===== src/hdl/y86_pkg.sv =====
package y86_pkg;

  localparam int WORD_W     = 64;
  localparam int NUM_REGS   = 15;
  localparam int DMEM_WORDS = 16;
  localparam int DMEM_AW    = $clog2(DMEM_WORDS);

  typedef logic [WORD_W-1:0] word_t;
  typedef logic [3:0]        reg_id_t;

  localparam reg_id_t R_RSP  = 4'd4;
  localparam reg_id_t R_NONE = 4'd15; // no register

  typedef enum logic [3:0] {
    I_HALT  = 4'h0,
    I_NOP   = 4'h1,
    I_CMOV  = 4'h2,
    I_IRMOV = 4'h3,
    I_RMMOV = 4'h4,
    I_MRMOV = 4'h5,
    I_OPQ   = 4'h6,
    I_PUSH  = 4'ha,
    I_POP   = 4'hb
  } icode_e;

  typedef enum logic [3:0] {
    ALU_ADD = 4'h0,
    ALU_SUB = 4'h1,
    ALU_AND = 4'h2,
    ALU_XOR = 4'h3
  } alu_fn_e;

  typedef enum logic [3:0] {
    C_ALWAYS = 4'h0, // also rrmovq
    C_LE     = 4'h1,
    C_L      = 4'h2,
    C_E      = 4'h3,
    C_NE     = 4'h4,
    C_GE     = 4'h5,
    C_G      = 4'h6
  } cmov_fn_e;

endpackage


===== src/hdl/y86_ifs.sv =====


interface mem_if;
  logic             valid;
  y86_pkg::icode_e  icode;
  y86_pkg::word_t   val_e;
  y86_pkg::word_t   val_a;
  y86_pkg::reg_id_t dst_e; // R_NONE for a failed cmov
  y86_pkg::reg_id_t dst_m;

  modport src (output valid, icode, val_e, val_a, dst_e, dst_m);
  modport sink (input valid, icode, val_e, val_a, dst_e, dst_m);
endinterface

// writeback bus, one pulse per instruction
interface wb_if;
  logic             valid;
  y86_pkg::reg_id_t dst_e;
  y86_pkg::word_t   val_e;
  y86_pkg::reg_id_t dst_m;
  y86_pkg::word_t   val_m;

  modport src (output valid, dst_e, val_e, dst_m, val_m);
  modport sink (input valid, dst_e, val_e, dst_m, val_m);
endinterface


===== src/hdl/mem_wb_unit.sv =====
`timescale 1ns/10ps

module mem_wb_unit (
  input  logic clk,
  input  logic arst_n,
  mem_if.sink  mem,
  wb_if.src    wb
);

  localparam int AW = y86_pkg::DMEM_AW;

  logic             m_valid;
  y86_pkg::icode_e  m_icode;
  y86_pkg::word_t   m_val_e;
  y86_pkg::word_t   m_val_a;
  y86_pkg::reg_id_t m_dst_e;
  y86_pkg::reg_id_t m_dst_m;
  y86_pkg::word_t   dmem [0:y86_pkg::DMEM_WORDS-1];
  logic [AW-1:0]    rd_idx;
  logic [AW-1:0]    wr_idx;
  logic             st_en;

  always_ff @(posedge clk)
  begin
    if (mem.valid)
    begin
      m_icode <= mem.icode;
      m_val_e <= mem.val_e;
      m_val_a <= mem.val_a;
      m_dst_e <= mem.dst_e;
      m_dst_m <= mem.dst_m;
    end
  end

  // word index from byte address, wraps at 128 bytes
  assign wr_idx = m_val_e[AW+2:3];
  assign rd_idx = (m_icode == y86_pkg::I_POP) ? m_val_a[AW+2:3] : m_val_e[AW+2:3];
  assign st_en  = m_valid && (m_icode == y86_pkg::I_RMMOV || m_icode == y86_pkg::I_PUSH);

  always_ff @(posedge clk or negedge arst_n)
  begin
    if (!arst_n)
    begin
      m_valid <= 1'b0;
      for (int i = 0; i < y86_pkg::DMEM_WORDS; i++)
        dmem[i] <= '0;
    end
    else
    begin
      m_valid <= mem.valid;
      if (st_en)
        dmem[wr_idx] <= m_val_a; // push stores at new rsp
    end
  end

  assign wb.valid = m_valid;
  assign wb.dst_e = m_dst_e;
  assign wb.val_e = m_val_e;
  assign wb.dst_m = m_dst_m;
  assign wb.val_m = dmem[rd_idx];

  // a load must land somewhere
  a_load_has_dst: assert property (@(posedge clk) disable iff (!arst_n)
    wb.valid && (m_icode inside {y86_pkg::I_MRMOV, y86_pkg::I_POP})
      |-> !(wb.dst_e == y86_pkg::R_NONE && wb.dst_m == y86_pkg::R_NONE));

endmodule


===== src/flat_wrapper.sv =====
// flat-port wrapper written by rule: the top's interface ports become plain ports
module mem_wb_unit_flat 
  (clk, arst_n, mem_valid, mem_icode, mem_val_e, mem_val_a, mem_dst_e, mem_dst_m, wb_valid, wb_dst_e, wb_val_e, wb_dst_m, wb_val_m);
  mem_if mem_i ();
  wb_if wb_i ();
  input  logic clk;
  input  logic arst_n;
  input wire logic [$bits(mem_i.valid)-1:0] mem_valid;
  input wire logic [$bits(mem_i.icode)-1:0] mem_icode;
  input wire logic [$bits(mem_i.val_e)-1:0] mem_val_e;
  input wire logic [$bits(mem_i.val_a)-1:0] mem_val_a;
  input wire logic [$bits(mem_i.dst_e)-1:0] mem_dst_e;
  input wire logic [$bits(mem_i.dst_m)-1:0] mem_dst_m;
  output wire logic [$bits(wb_i.valid)-1:0] wb_valid;
  output wire logic [$bits(wb_i.dst_e)-1:0] wb_dst_e;
  output wire logic [$bits(wb_i.val_e)-1:0] wb_val_e;
  output wire logic [$bits(wb_i.dst_m)-1:0] wb_dst_m;
  output wire logic [$bits(wb_i.val_m)-1:0] wb_val_m;
  assign mem_i.valid = mem_valid;
  assign mem_i.icode = mem_icode;
  assign mem_i.val_e = mem_val_e;
  assign mem_i.val_a = mem_val_a;
  assign mem_i.dst_e = mem_dst_e;
  assign mem_i.dst_m = mem_dst_m;
  assign wb_valid = wb_i.valid;
  assign wb_dst_e = wb_i.dst_e;
  assign wb_val_e = wb_i.val_e;
  assign wb_dst_m = wb_i.dst_m;
  assign wb_val_m = wb_i.val_m;
  mem_wb_unit u_core (.clk(clk), .arst_n(arst_n), .mem(mem_i), .wb(wb_i));
endmodule

===== config.mk =====
export PLATFORM = sky130hd
export DESIGN_NAME = mem_wb_unit_flat
export DESIGN_NICKNAME = d
export VERILOG_FILES = /design/src/hdl/y86_pkg.sv /design/src/hdl/y86_ifs.sv /design/src/hdl/mem_wb_unit.sv /design/src/flat_wrapper.sv
export SDC_FILE = /design/constraint.sdc
export NUM_CORES = 2
export LEC_CHECK = 0
export BUFFER_PORTS_ARGS = -buffer_cell sky130_fd_sc_hd__buf_2
export CAP_MARGIN = 10
export CORE_ASPECT_RATIO = 0.6
export CORE_MARGIN = 2
export CORE_UTILIZATION = 41
export CTS_BUF_LIST = sky130_fd_sc_hd__clkbuf_4
export CTS_CLUSTER_DIAMETER = 80
export DETAILED_ROUTE_END_ITERATION = 7
export PLACE_DENSITY = 0.62
export SYNTH_ARGS = -nofsm -noshare
export SYNTH_HDL_FRONTEND = slang
export SYNTH_SLANG_ARGS = --single-unit

===== constraint.sdc =====
create_clock -name clk -period 3.1 [get_ports clk]
set_input_delay 0 -clock clk [delete_from_list [all_inputs] [get_ports clk]]
set_output_delay 0 -clock clk [all_outputs]
set_load 0.03 [all_outputs]

==> metrics.cfg <==
[clocking]
cts_tree=built
clkTransAtPathRegs_ps=70
clock-sinks=1165
clock_path_buffers=4
ctsRootBufferMaster=clkbuf_4
htree_levels=5
cts_made_buffers=301
clk_latency_ps=1250

[yosys]
synth_edf_count=140
yosysSeqAreaShare_pct=58.84
syn_inst=3852
synthXorXnorAreaFrac_pct=0
synthAdderAreaFrac_pct=0
synth_area_leaders=dfrtp_1 (51%), mux2_2 (23%), edfxtp_1 (8.3%)
synth.distinct_cells=31
yosysWarnings=0
synth_ff_type=dfrtp_1
synthMuxAreaShare_pct=27.39
yosysTopAreaCell=dfrtp_1
synth_area_um2=50740
synthArstFlopShare_pct=87.98
synth-compound-area-share_pct=4.106
syn_area_per_cell_um2=13.17
synth_top_family_by_area=multiplexers
synth_top_area_share_pct=50.55
syn_nets=3995
synth-simple-area-share_pct=6.818
ys_seq_elements=1165

[timing]
setup_viol=64
rsz0062_at_grt=yes
hold_viol=0
fmax_mhz=268.1
worst_slew_pin_slew_ps=900.1
final_max_slew_viol_count=0
setup_tns_ps=-33030
final.period_utilization_pct=120.3
finalWorstSetupSlack_ps=-630.0
slew_headroom_pct=39.99
fin_skew_ps=78.93
finalWorstPathRequiredPeriod_ps=3730

[placed_design]
place_ws_ps=334.9
hpwl_um=80510
place.gp.congestion=0.7530
port_buffers=279
dp_cells=5566
placedInstanceArea_um2=54690

[power]
internal-power_w=0.02739
swShare_pct=29.37
p_sw_w=0.01139
vdd_drop_max_mv=0.4190
leakagePower_nw=31.14
power_frac_comb_pct=19.3
seqPwrFrac_pct=47.5
total_power_w=0.03879
clkPwrFrac_pct=33.3
power_density_nw_per_um2=576.2

[flow_run]
drv_cap=0

[detailed_routing]
viasPerCell=5.607
drc_errors=0
drtIter0Drc=3586
vias=37210
ant_nets=0
wl_per_cell_um=25.82
drt-total-wl_um=171400
drt_pre_antenna_iters=6

[global_routing]
grt_max_degree=148
grt_pass1_wl_um=248700
antenna_found_initial=6
overflow=0
grt_pass1_vias=37570
grt_usage_pct=26.24

[worst_setup_path]
path_class=reg2out
crit_path_end_kind=output pin
cp_max_fo=6
r2r_slack_ps=290
critPathArrivalTime_ps=3730
crit_required_ps=3100
start_kind=register

[outcome]
status=finished, violations left
violations=setup timing

[die]
dieHeight_um=276.5
core_area_um2=122100
die_w_um=458.2
rows=99
initial_core_util_pct=41.54
die-area_um2=126700
io_pins=280

[layout]
layout-drive-gt1-share_pct=44.56
area_growth_pct=32.67
final_cells=6636
nets=4985
fin_area_um2=67310

[worst_hold_path]
worstHoldPathType=in2reg

==> synth_stat cells (2+ instances only) <==
master	count
nand2_1	574
buf_1	9
clkbuf_1	131
o22ai_1	50
a31oi_1	103
mux2i_1	231
mux2_1	5
nor2_1	46
nand2_4	2
buf_2	160
a311o_1	25
nand3_1	185
edfxtp_1	140
buf_4	15
dfrtp_1	1025
nor2_2	10
and2_1	2
a32oi_1	78
nand2b_1	4
a22oi_1	25
mux2_2	1022
==> flip-flops by register name, indices dropped and copies added, names as in the netlist <==
| name | cells |
|---|---|
| u_core.wb.valid | 1 |
| u_core.wb.val_e | 64 |
| u_core.wb.dst_m | 4 |
| u_core.dmem | 1024 |
| u_core.wb.dst_e | 4 |
| u_core.m_icode | 4 |
| u_core.m_val_a | 64 |
==> cells in the final DEF, fill, tap and decap left out, types with 5 or more instances in the layout <==
cell type | synthesis | routed
dfrtp_1 | 1025 | 1025
mux2_2 | 1022 | 1019
nand2_1 | 574 | 540
clkbuf_4 | 0 | 421
dlygate4sd3_1 | 0 | 415
buf_2 | 160 | 213
mux2i_1 | 231 | 198
nand3_1 | 185 | 154
edfxtp_1 | 140 | 140
buf_4 | 15 | 102
buf_12 | 0 | 89
a31oi_1 | 103 | 86
buf_16 | 0 | 72
buf_6 | 0 | 66
a32oi_1 | 78 | 49
clkinv_1 | 0 | 46
o22ai_1 | 50 | 44
nor2_1 | 46 | 30
a32oi_2 | 0 | 29
nand3_2 | 0 | 25
mux2i_2 | 0 | 25
nand2_2 | 0 | 22
a22oi_1 | 25 | 22
a311o_1 | 25 | 20
clkbuf_16 | 0 | 19
buf_8 | 0 | 19
nor2_4 | 1 | 16
nand2_4 | 2 | 13
a31oi_2 | 0 | 11
nor2_2 | 10 | 11
mux2i_4 | 1 | 9
nand2_8 | 0 | 7
o22ai_2 | 0 | 6
a31oi_4 | 0 | 6
nand3_4 | 0 | 6
a311o_2 | 0 | 5
mux2_1 | 5 | 5
==> final cells by class <==
type / instances / area, um^2
clock buffer: 421 / 3161
fill: 10100 / 54820
antenna: 4 / 10.01
inverter: 1 / 3.754
tap: 1616 / 2022
sequential: 1165 / 29850
timing repair buffer: 996 / 11270
clock inverter: 56 / 292.8
multi-input combinational: 2377 / 20700
==> power groups by stage <==
stage                     sequential, W  clock [W]  combinational, W
after floorplan                  0.0183          0           0.00348
after global placement           0.0185          0           0.00515
after detailed placement         0.0186          0           0.00524
after CTS                        0.0183     0.0132           0.00697
after global routing             0.0186     0.0140           0.00791
final                            0.0184     0.0129           0.00748
==> routing by layer <==
metal | global-route usage (%) | routed length (um) | up-vias
met5 | 0 | 0 | -
met4 | 6.711 | 2530 | 0
met3 | 5.819 | 15640 | 207
met2 | 37.58 | 73970 | 1556
met1 | 39.94 | 79230 | 19430
li1 | - | - | 16010
==> critical path, cell delays in order (launching register included) <==
cell and delay, ps:
edfxtp_1 450, nand4b_4 220, mux2i_4 280, buf_12 180, buf_12 150, buf_16 170, buf_8 140, mux2i_2 230
o22ai_1 120, a311o_2 430, buf_6 160
==> cell families (layout without fill, tap and decap cells) <==
logic type | Yosys count | after routing
muxes | 1259 | 1259
DFF | 1165 | 1165
and+or+nand+nor | 830 | 836
AOI/OAI and AO/OA | 282 | 282
other | 0 | 4
buffers and inverters | 316 | 1474
==> what timing repair did <==
action | in CTS | in global routing
gates resized for setup | 290 | 220
hold buffers | 417 | 0
pin swaps | 82 | 93
buffers inserted | 66 | 32
endpoints found under the hold margin | 1306 | 0
setup endpoints to repair | 64 | 64
cloned | 62 | 20
==> worst paths after layout <==
path | cells after the start | to | from
hold reg to reg | 1 | u_core.dmem[207]$_DFFE_PN0P_ | u_core.dmem[207]$_DFFE_PN0P_
min in group asynchronous | 5 | u_core.dmem[919]$_DFFE_PN0P_ | arst_n
hold / removal | 3 | u_core.m_val_a[37]$_DFFE_PP_ | mem_val_a[37]
setup reg to reg | 7 | u_core.dmem[803]$_DFFE_PN0P_ | u_core.m_icode[3]$_DFFE_PP_
max in group asynchronous | 7 | u_core.dmem[327]$_DFFE_PN0P_ | arst_n
setup / recovery | 10 | wb_val_m[63] | u_core.m_icode[3]$_DFFE_PP_
==> metrics by stage <==
| stage | hold slack [ps] | util (%) |
|---|---|---|
| 2_1_floorplan | -295.6 | - |
| 3_3_place_gp | -89.32 | 44.78 |
| 3_5_place_dp | -92.18 | 44.78 |
| 4_1_cts | 29.12 | 53.84 |
| 5_1_grt | 80.71 | 55.11 |
| 6_report | 107.7 | 55.11 |
(Power assumes the default switching activity.)
