### config.mk
export PLATFORM = sky130hd
export DESIGN_NAME = execute_unit_flat
export DESIGN_NICKNAME = d
export VERILOG_FILES = /design/src/hdl/y86_pkg.sv /design/src/hdl/y86_ifs.sv /design/src/hdl/execute_unit.sv /design/src/flat_wrapper.sv
export SDC_FILE = /design/constraint.sdc
export NUM_CORES = 1
export LEC_CHECK = 0
export ABC_CLOCK_PERIOD_IN_PS = 12200
export CAP_MARGIN = 20
export CORE_MARGIN = 2
export CORE_UTILIZATION = 40
export DETAILED_ROUTE_END_ITERATION = 8
export DONT_BUFFER_PORTS = 1
export PLACE_DENSITY = 0.59
export SYNTH_ARGS = -nofsm -noshare
export SYNTH_HDL_FRONTEND = slang
export SYNTH_SLANG_ARGS = --single-unit
### constraint.sdc
create_clock -name clk -period 12.2 [get_ports clk]
set_input_delay 0.61 -clock clk [delete_from_list [all_inputs] [get_ports clk]]
set_output_delay 0.61 -clock clk [all_outputs]
set_load 0.05 [all_outputs]
### src/hdl/y86_pkg.sv
package y86_pkg;

  localparam int WORD_W     = 64;
  localparam int NUM_REGS   = 15;
  localparam int DMEM_WORDS = 16;
  localparam int DMEM_AW    = $clog2(DMEM_WORDS);

  typedef logic [WORD_W-1:0] word_t;
  typedef logic [3:0]        reg_id_t;

  localparam reg_id_t R_RSP  = 4'd4;
  localparam reg_id_t R_NONE = 4'd15; // no register

  typedef enum logic [3:0] {
    I_HALT  = 4'h0,
    I_NOP   = 4'h1,
    I_CMOV  = 4'h2,
    I_IRMOV = 4'h3,
    I_RMMOV = 4'h4,
    I_MRMOV = 4'h5,
    I_OPQ   = 4'h6,
    I_PUSH  = 4'ha,
    I_POP   = 4'hb
  } icode_e;

  typedef enum logic [3:0] {
    ALU_ADD = 4'h0,
    ALU_SUB = 4'h1,
    ALU_AND = 4'h2,
    ALU_XOR = 4'h3
  } alu_fn_e;

  typedef enum logic [3:0] {
    C_ALWAYS = 4'h0, // also rrmovq
    C_LE     = 4'h1,
    C_L      = 4'h2,
    C_E      = 4'h3,
    C_NE     = 4'h4,
    C_GE     = 4'h5,
    C_G      = 4'h6
  } cmov_fn_e;

endpackage

### src/hdl/y86_ifs.sv
`timescale 1ns/10ps

// decoded instruction with operands, into execute
interface exe_if;
  logic             valid;
  y86_pkg::icode_e  icode;
  logic [3:0]       ifun;
  y86_pkg::word_t   val_a;
  y86_pkg::word_t   val_b;
  y86_pkg::word_t   val_c;
  y86_pkg::reg_id_t dst_e;
  y86_pkg::reg_id_t dst_m;

  modport src (output valid, icode, ifun, val_a, val_b, val_c, dst_e, dst_m);
  modport sink (input valid, icode, ifun, val_a, val_b, val_c, dst_e, dst_m);
endinterface

interface mem_if;
  logic             valid;
  y86_pkg::icode_e  icode;
  y86_pkg::word_t   val_e;
  y86_pkg::word_t   val_a;
  y86_pkg::reg_id_t dst_e; // R_NONE for a failed cmov
  y86_pkg::reg_id_t dst_m;

  modport src (output valid, icode, val_e, val_a, dst_e, dst_m);
  modport sink (input valid, icode, val_e, val_a, dst_e, dst_m);
endinterface


### src/hdl/execute_unit.sv
`timescale 1ns/10ps

module execute_unit (
  input  logic clk,
  input  logic arst_n,
  exe_if.sink  exe,
  mem_if.src   mem
);

  localparam int MSB = y86_pkg::WORD_W - 1;

  logic             d_valid;
  y86_pkg::icode_e  d_icode;
  logic [3:0]       d_ifun;
  y86_pkg::word_t   d_val_a;
  y86_pkg::word_t   d_val_b;
  y86_pkg::word_t   d_val_c;
  y86_pkg::reg_id_t d_dst_e;
  y86_pkg::reg_id_t d_dst_m;
  logic             zf;
  logic             sf;
  logic             of;
  y86_pkg::word_t   alu_out;
  logic             alu_of;
  logic             cnd;

  always_ff @(posedge clk or negedge arst_n)
  begin
    if (!arst_n)
      d_valid <= 1'b0;
    else
      d_valid <= exe.valid;
  end

  always_ff @(posedge clk)
  begin
    if (exe.valid)
    begin
      d_icode <= exe.icode;
      d_ifun  <= exe.ifun;
      d_val_a <= exe.val_a;
      d_val_b <= exe.val_b;
      d_val_c <= exe.val_c;
      d_dst_e <= exe.dst_e;
      d_dst_m <= exe.dst_m;
    end
  end

  always_comb
  begin
    alu_of = 1'b0;
    case (y86_pkg::alu_fn_e'(d_ifun))
      y86_pkg::ALU_ADD:
      begin
        alu_out = d_val_b + d_val_a;
        alu_of  = (d_val_a[MSB] == d_val_b[MSB]) && (alu_out[MSB] != d_val_b[MSB]);
      end
      y86_pkg::ALU_SUB:
      begin
        alu_out = d_val_b - d_val_a; // valB - valA
        alu_of  = (d_val_a[MSB] != d_val_b[MSB]) && (alu_out[MSB] != d_val_b[MSB]);
      end
      y86_pkg::ALU_AND:
        alu_out = d_val_b & d_val_a;
      y86_pkg::ALU_XOR:
        alu_out = d_val_b ^ d_val_a;
      default:
        alu_out = '0;
    endcase
  end

  always_comb
  begin
    case (y86_pkg::cmov_fn_e'(d_ifun))
      y86_pkg::C_ALWAYS: cnd = 1'b1;
      y86_pkg::C_LE:     cnd = (sf ^ of) | zf;
      y86_pkg::C_L:      cnd = sf ^ of;
      y86_pkg::C_E:      cnd = zf;
      y86_pkg::C_NE:     cnd = !zf;
      y86_pkg::C_GE:     cnd = !(sf ^ of);
      y86_pkg::C_G:      cnd = !(sf ^ of) && !zf;
      default:           cnd = 1'b0;
    endcase
  end

  always_comb
  begin
    case (d_icode)
      y86_pkg::I_CMOV:  mem.val_e = d_val_a;
      y86_pkg::I_IRMOV: mem.val_e = d_val_c;
      y86_pkg::I_RMMOV,
      y86_pkg::I_MRMOV: mem.val_e = d_val_b + d_val_c; // effective address
      y86_pkg::I_OPQ:   mem.val_e = alu_out;
      y86_pkg::I_PUSH:  mem.val_e = d_val_b - 64'd8;
      y86_pkg::I_POP:   mem.val_e = d_val_b + 64'd8;
      default:          mem.val_e = '0;
    endcase
  end

  assign mem.valid = d_valid;
  assign mem.icode = d_icode;
  assign mem.val_a = d_val_a;
  assign mem.dst_e = (d_icode == y86_pkg::I_CMOV && !cnd) ? y86_pkg::R_NONE : d_dst_e;
  assign mem.dst_m = d_dst_m;

  // codes move only on OPq, cmov reads them as they were before
  always_ff @(posedge clk or negedge arst_n)
  begin
    if (!arst_n)
    begin
      zf <= 1'b1;
      sf <= 1'b0;
      of <= 1'b0;
    end
    else if (d_valid && d_icode == y86_pkg::I_OPQ)
    begin
      zf <= (alu_out == '0);
      sf <= alu_out[MSB];
      of <= alu_of;
    end
  end

  a_opq_ifun: assert property (@(posedge clk) disable iff (!arst_n)
    d_valid && d_icode == y86_pkg::I_OPQ |-> d_ifun < 4'd4);
  a_cmov_ifun: assert property (@(posedge clk) disable iff (!arst_n)
    d_valid && d_icode == y86_pkg::I_CMOV |-> d_ifun < 4'd7);

endmodule

### src/flat_wrapper.sv
// flat-port wrapper written by rule: the top's interface ports become plain ports
module execute_unit_flat 
  (clk, arst_n, exe_valid, exe_icode, exe_ifun, exe_val_a, exe_val_b, exe_val_c, exe_dst_e, exe_dst_m, mem_valid, mem_icode, mem_val_e, mem_val_a, mem_dst_e, mem_dst_m);
  exe_if exe_i ();
  mem_if mem_i ();
  input  logic clk;
  input  logic arst_n;
  input wire logic [$bits(exe_i.valid)-1:0] exe_valid;
  input wire logic [$bits(exe_i.icode)-1:0] exe_icode;
  input wire logic [$bits(exe_i.ifun)-1:0] exe_ifun;
  input wire logic [$bits(exe_i.val_a)-1:0] exe_val_a;
  input wire logic [$bits(exe_i.val_b)-1:0] exe_val_b;
  input wire logic [$bits(exe_i.val_c)-1:0] exe_val_c;
  input wire logic [$bits(exe_i.dst_e)-1:0] exe_dst_e;
  input wire logic [$bits(exe_i.dst_m)-1:0] exe_dst_m;
  output wire logic [$bits(mem_i.valid)-1:0] mem_valid;
  output wire logic [$bits(mem_i.icode)-1:0] mem_icode;
  output wire logic [$bits(mem_i.val_e)-1:0] mem_val_e;
  output wire logic [$bits(mem_i.val_a)-1:0] mem_val_a;
  output wire logic [$bits(mem_i.dst_e)-1:0] mem_dst_e;
  output wire logic [$bits(mem_i.dst_m)-1:0] mem_dst_m;
  assign exe_i.valid = exe_valid;
  assign exe_i.icode = exe_icode;
  assign exe_i.ifun = exe_ifun;
  assign exe_i.val_a = exe_val_a;
  assign exe_i.val_b = exe_val_b;
  assign exe_i.val_c = exe_val_c;
  assign exe_i.dst_e = exe_dst_e;
  assign exe_i.dst_m = exe_dst_m;
  assign mem_valid = mem_i.valid;
  assign mem_icode = mem_i.icode;
  assign mem_val_e = mem_i.val_e;
  assign mem_val_a = mem_i.val_a;
  assign mem_dst_e = mem_i.dst_e;
  assign mem_dst_m = mem_i.dst_m;
  execute_unit u_core (.clk(clk), .arst_n(arst_n), .exe(exe_i), .mem(mem_i));
endmodule
==> results.yml <==
run_status:
  status: "complete, no violations"
drt:
  drtAntennaViolNets: 0
  wl_um: 113000
  route.detailed.drc: 0
  wl_per_cell_um: 28.7
  drtIter0Drc: 3522
  viasPerCell: 6.82
  via_count: 26900
  first_pass_iters: 8
critical_path:
  arrival_ns: 7.34
  end_kind: "output pin"
  cpPeakStageDelay_ns: 0.89
  cp_max_fo: 42
  worst-path-buf-inv: 3
  worstReg2RegStart: "u_core.mem.val_a[14]$_DFFE_PP_"
  path_delay_family: "compound AO/OA/AOI/OAI gates"
  critPathLaunchType: "flop"
  timing.rr.end: "u_core.zf$_DFFE_PN1P_"
  cp_slowest_cell: "a2111oi_2"
  crit_chain: "and3b_2 > buf_4 > nand2_2 > buf_4 > inv_1 > fa_1 > and2b_1 > o31ai_1 > a31o_2 > o311a_1 > a2111oi_2 > o2111ai_1 > o211ai_2 > a31o_2 > a31oi_1 > o41ai_1 > xnor2_1 > o221ai_1 > a21o_1"
  worstRegToRegCells: 15
  crit_type: "flop to output pin"
  critPathRequiredTime_ns: 11.59
  reg2reg_setup_slack_ns: 5.72
global_route:
  grt.total_usage_pct: 32.4
  grt_pass1_vias: 25400
  grt-ovfl-total: 0
  grt_pass1_wl_um: 166000
  antenna_found_initial: 0
  grt_max_degree: 210
yosys:
  syn_area_per_cell_um2: 8.12
  synth_nets: 3637
  synthAdderAreaFrac_pct: 12.5
  syn_area_um2: 25700
  synth-seq-cells: 212
  synth_top_cell_by_area: "edfxtp_1"
  ys_seq_area_share_pct: 24.7
  synth_top_family_by_area: "compound AO/OA/AOI/OAI gates"
  synth_mux_area_share_pct: 1.60
  synth-main-ff-cell: "edfxtp_1"
  synth_cell_types: 116
  synth-compound-area-share_pct: 33.7
  syn_inst: 3172
  synth_edf_count: 208
  netlist_top_cells_area: "edfxtp_1, ha_1, a21oi_1, nand2_1, o21ai_0"
  netlist.area_leader.share_pct: 24.3
  yosys.area_share.xor_xnor_pct: 4.12
  ys_warn_count: 0
  ys_async_sr_fraction_pct: 1.89
  synth_simple_gate_area_share_pct: 18.1
layout:
  nNetsFinal: 3546
  post-route-util_pct: 42.7
  fillerInstances: 6459
  n_antenna_cell: 0
  layout-drive-gt1-share_pct: 6.17
  area_growth_syn_to_layout_pct: 6.19
worst_hold_path:
  worstHoldEndpoint: "u_core.mem.dst_m[3]$_DFFE_PP_"
  hold_path_startpoint: "exe_dst_m[3]"
  whs_path_depth: 0
  hp-class: "input pin to flop"
placed_design:
  numPortBuffers: 0
  gp_congestion: 0.976
  pre_cts_ws_ns: 5.05
  dpl.hpwl_um: 86200
sta:
  timing.final.ws_setup_ns: 4.25
  fin_crit_sh_pct: 65.2
  hold_viol: 0
  maxSlewHeadroom_pct: 23.1
  setup_viol: 0
  fin_skew_ns: 0.0213
  post-route-min-period_ns: 7.95
  worstMarginPinSlew_ns: 1.15
  final.setup.tns_ns: 0
  rsz0062_at_grt: "false"
  fmax_ghz: 0.126
  final-max-slew-violation-count: 0
clocking:
  cts_tree: "yes"
  clk_latency_ns: 0.58
  cts_sinks: 212
  clockBufferDepth: 3
  hold_buffers: 1
  cts_root_buf: "clkbuf_16"
  ctsResizeCount: 0
  post_cts_buffers: 0
  cts.clk_slew.worst_paths_ns: 0.06
  cts_max_level: 1
  cts_buffers: 24
power:
  vdd_drop_max_mv: 0.120
  cellLeakagePower_uw: 0.0104
  p_per_area_nw_per_um2: 127
run:
  maxCapViolations: 0
die:
  pin_count: 352
  initial_core_util_pct: 40.2
  core_region_area_um2: 64000
  die_height_um: 258
  die_w_um: 258
  num_rows: 93
  dieArea_um2: 66400
[cell usage in the layout, fill, tap and decap left out, types with 44 or more instances in the layout]
cell and instances:
edfxtp_1 208, a21o_1 107, a31oi_1 44, a222oi_1 51, inv_1 162, o211ai_1 66, nand3_1 81, nand2_1 267
nor3_1 69, nor2_1 198, o31ai_1 47, buf_4 56, xor2_1 47, ha_1 250, nand4_1 60, o21bai_1 51
a21oi_1 336, xnor2_1 74, o21ai_0 195, nor4_1 44
[routing by layer]
layer | share of wire [%] | global-route usage, %
met5 | 0 | 0
met4 | 4.6 | 12.9
met3 | 7.8 | 4.49
met2 | 46 | 52.9
met1 | 42 | 43.2
[sequential cells by signal, summed over array words and instances (netlist names), 4 cells and up]
signal	flops
u_core.mem.icode	4
u_core.mem.dst_m	4
u_core.mem.val_a	64
u_core.d_val_c	64
u_core.d_dst_e	4
u_core.d_ifun	4
u_core.d_val_b	64
[worst register-to-register path, stage by stage, from the launching register on]
cell and delay (ns):
edfxtp_1 0.74, inv_1 0.10, ha_1 0.69, nand4_1 0.24, nor4_1 0.47, o2111ai_1 0.26
nand3_1 0.40, a21oi_1 0.25, o21ai_1 0.36, o221ai_1 0.19, a22o_1 0.30, a2111oi_0 0.86
nand4_1 0.19, nor4_1 0.72, nand4_1 0.27, o41ai_2 0.33
[through the flow]
step                      hold slack [ns]  std cells  total power (µW)  cell area [µm²]
after global routing                0.102       3949              3640            27300
after detailed placement            0.315       3908              2740            26600
after floorplan                     0.314       3172              2240            25700
final                               0.121       3949              3480            27300
after global placement              0.315       3906              2730            26600
after CTS                          0.0877       3948              3450            27300
[Yosys cell counts, drive strengths merged, types with 8 or more instances]
cell / n
a21oi: 340
inv: 168
and2: 17
a221o: 27
nand2b: 36
nor3: 71
o31ai: 51
a222oi: 51
mux2i: 30
nand4: 61
or3: 14
o41ai: 9
nor2b: 34
a21o: 107
a22oi: 24
nor2: 204
xnor2: 74
o2111ai: 10
o211ai: 70
nor4: 53
buf: 51
and4: 10
a221oi: 15
a2111oi: 16
o21bai: 52
o21a: 36
nand2: 270
mux2: 8
o31a: 10
xor2: 47
a211oi: 43
a31o: 12
o21ai: 225
a31oi: 44
or2: 13
and3: 26
o311ai: 8
nand3: 82
edfxtp: 208
or4: 11
clkbuf: 124
ha: 250
a211o: 11
a21boi: 9
o221ai: 32
[layout make-up]
cell class	instances	area [µm²]	area share, %
multi-input cells	2614	18100	66.2
flip-flops and latches	212	6350	23.2
well taps	855	1070	3.91
inverters	171	642	2.35
clock buffers	26	629	2.30
repair buffers	58	442	1.62
clock inverters	13	98.8	0.362
[worst max path at each step]
stage / start / endpoint / slack, ns / cells after the start
floorplan: u_core.mem.icode[3]$_DFFE_PP_ / mem_val_e[52] / 5.22 / 17
global placement: u_core.mem.icode[2]$_DFFE_PP_ / mem_val_e[59] / 5.13 / 19
detailed placement: u_core.mem.icode[2]$_DFFE_PP_ / mem_val_e[59] / 5.05 / 19
CTS: u_core.mem.icode[2]$_DFFE_PP_ / mem_val_e[63] / 4.41 / 19
global route: u_core.mem.icode[2]$_DFFE_PP_ / mem_val_e[63] / 4.06 / 19
finish: u_core.mem.icode[2]$_DFFE_PP_ / mem_val_e[63] / 4.25 / 19
[power breakdown]
part	internal (µW)	switching (µW)	total, µW	leakage (µW)
clock network	389	301	690	0.000357
logic	558	1220	1780	0.00799
registers	869	146	1020	0.00209
[cell families (layout without fill, tap and decap cells)]
family | after synthesis | count (layout)
DFF | 212 | 212
muxes | 39 | 39
AOI/OAI and AO/OA | 1267 | 1267
xor gates and xnor gates | 121 | 121
adders and majority gates | 255 | 255
and+or+nand+nor | 932 | 932
buffers and inverters | 346 | 268
(Power assumes the default switching activity.)
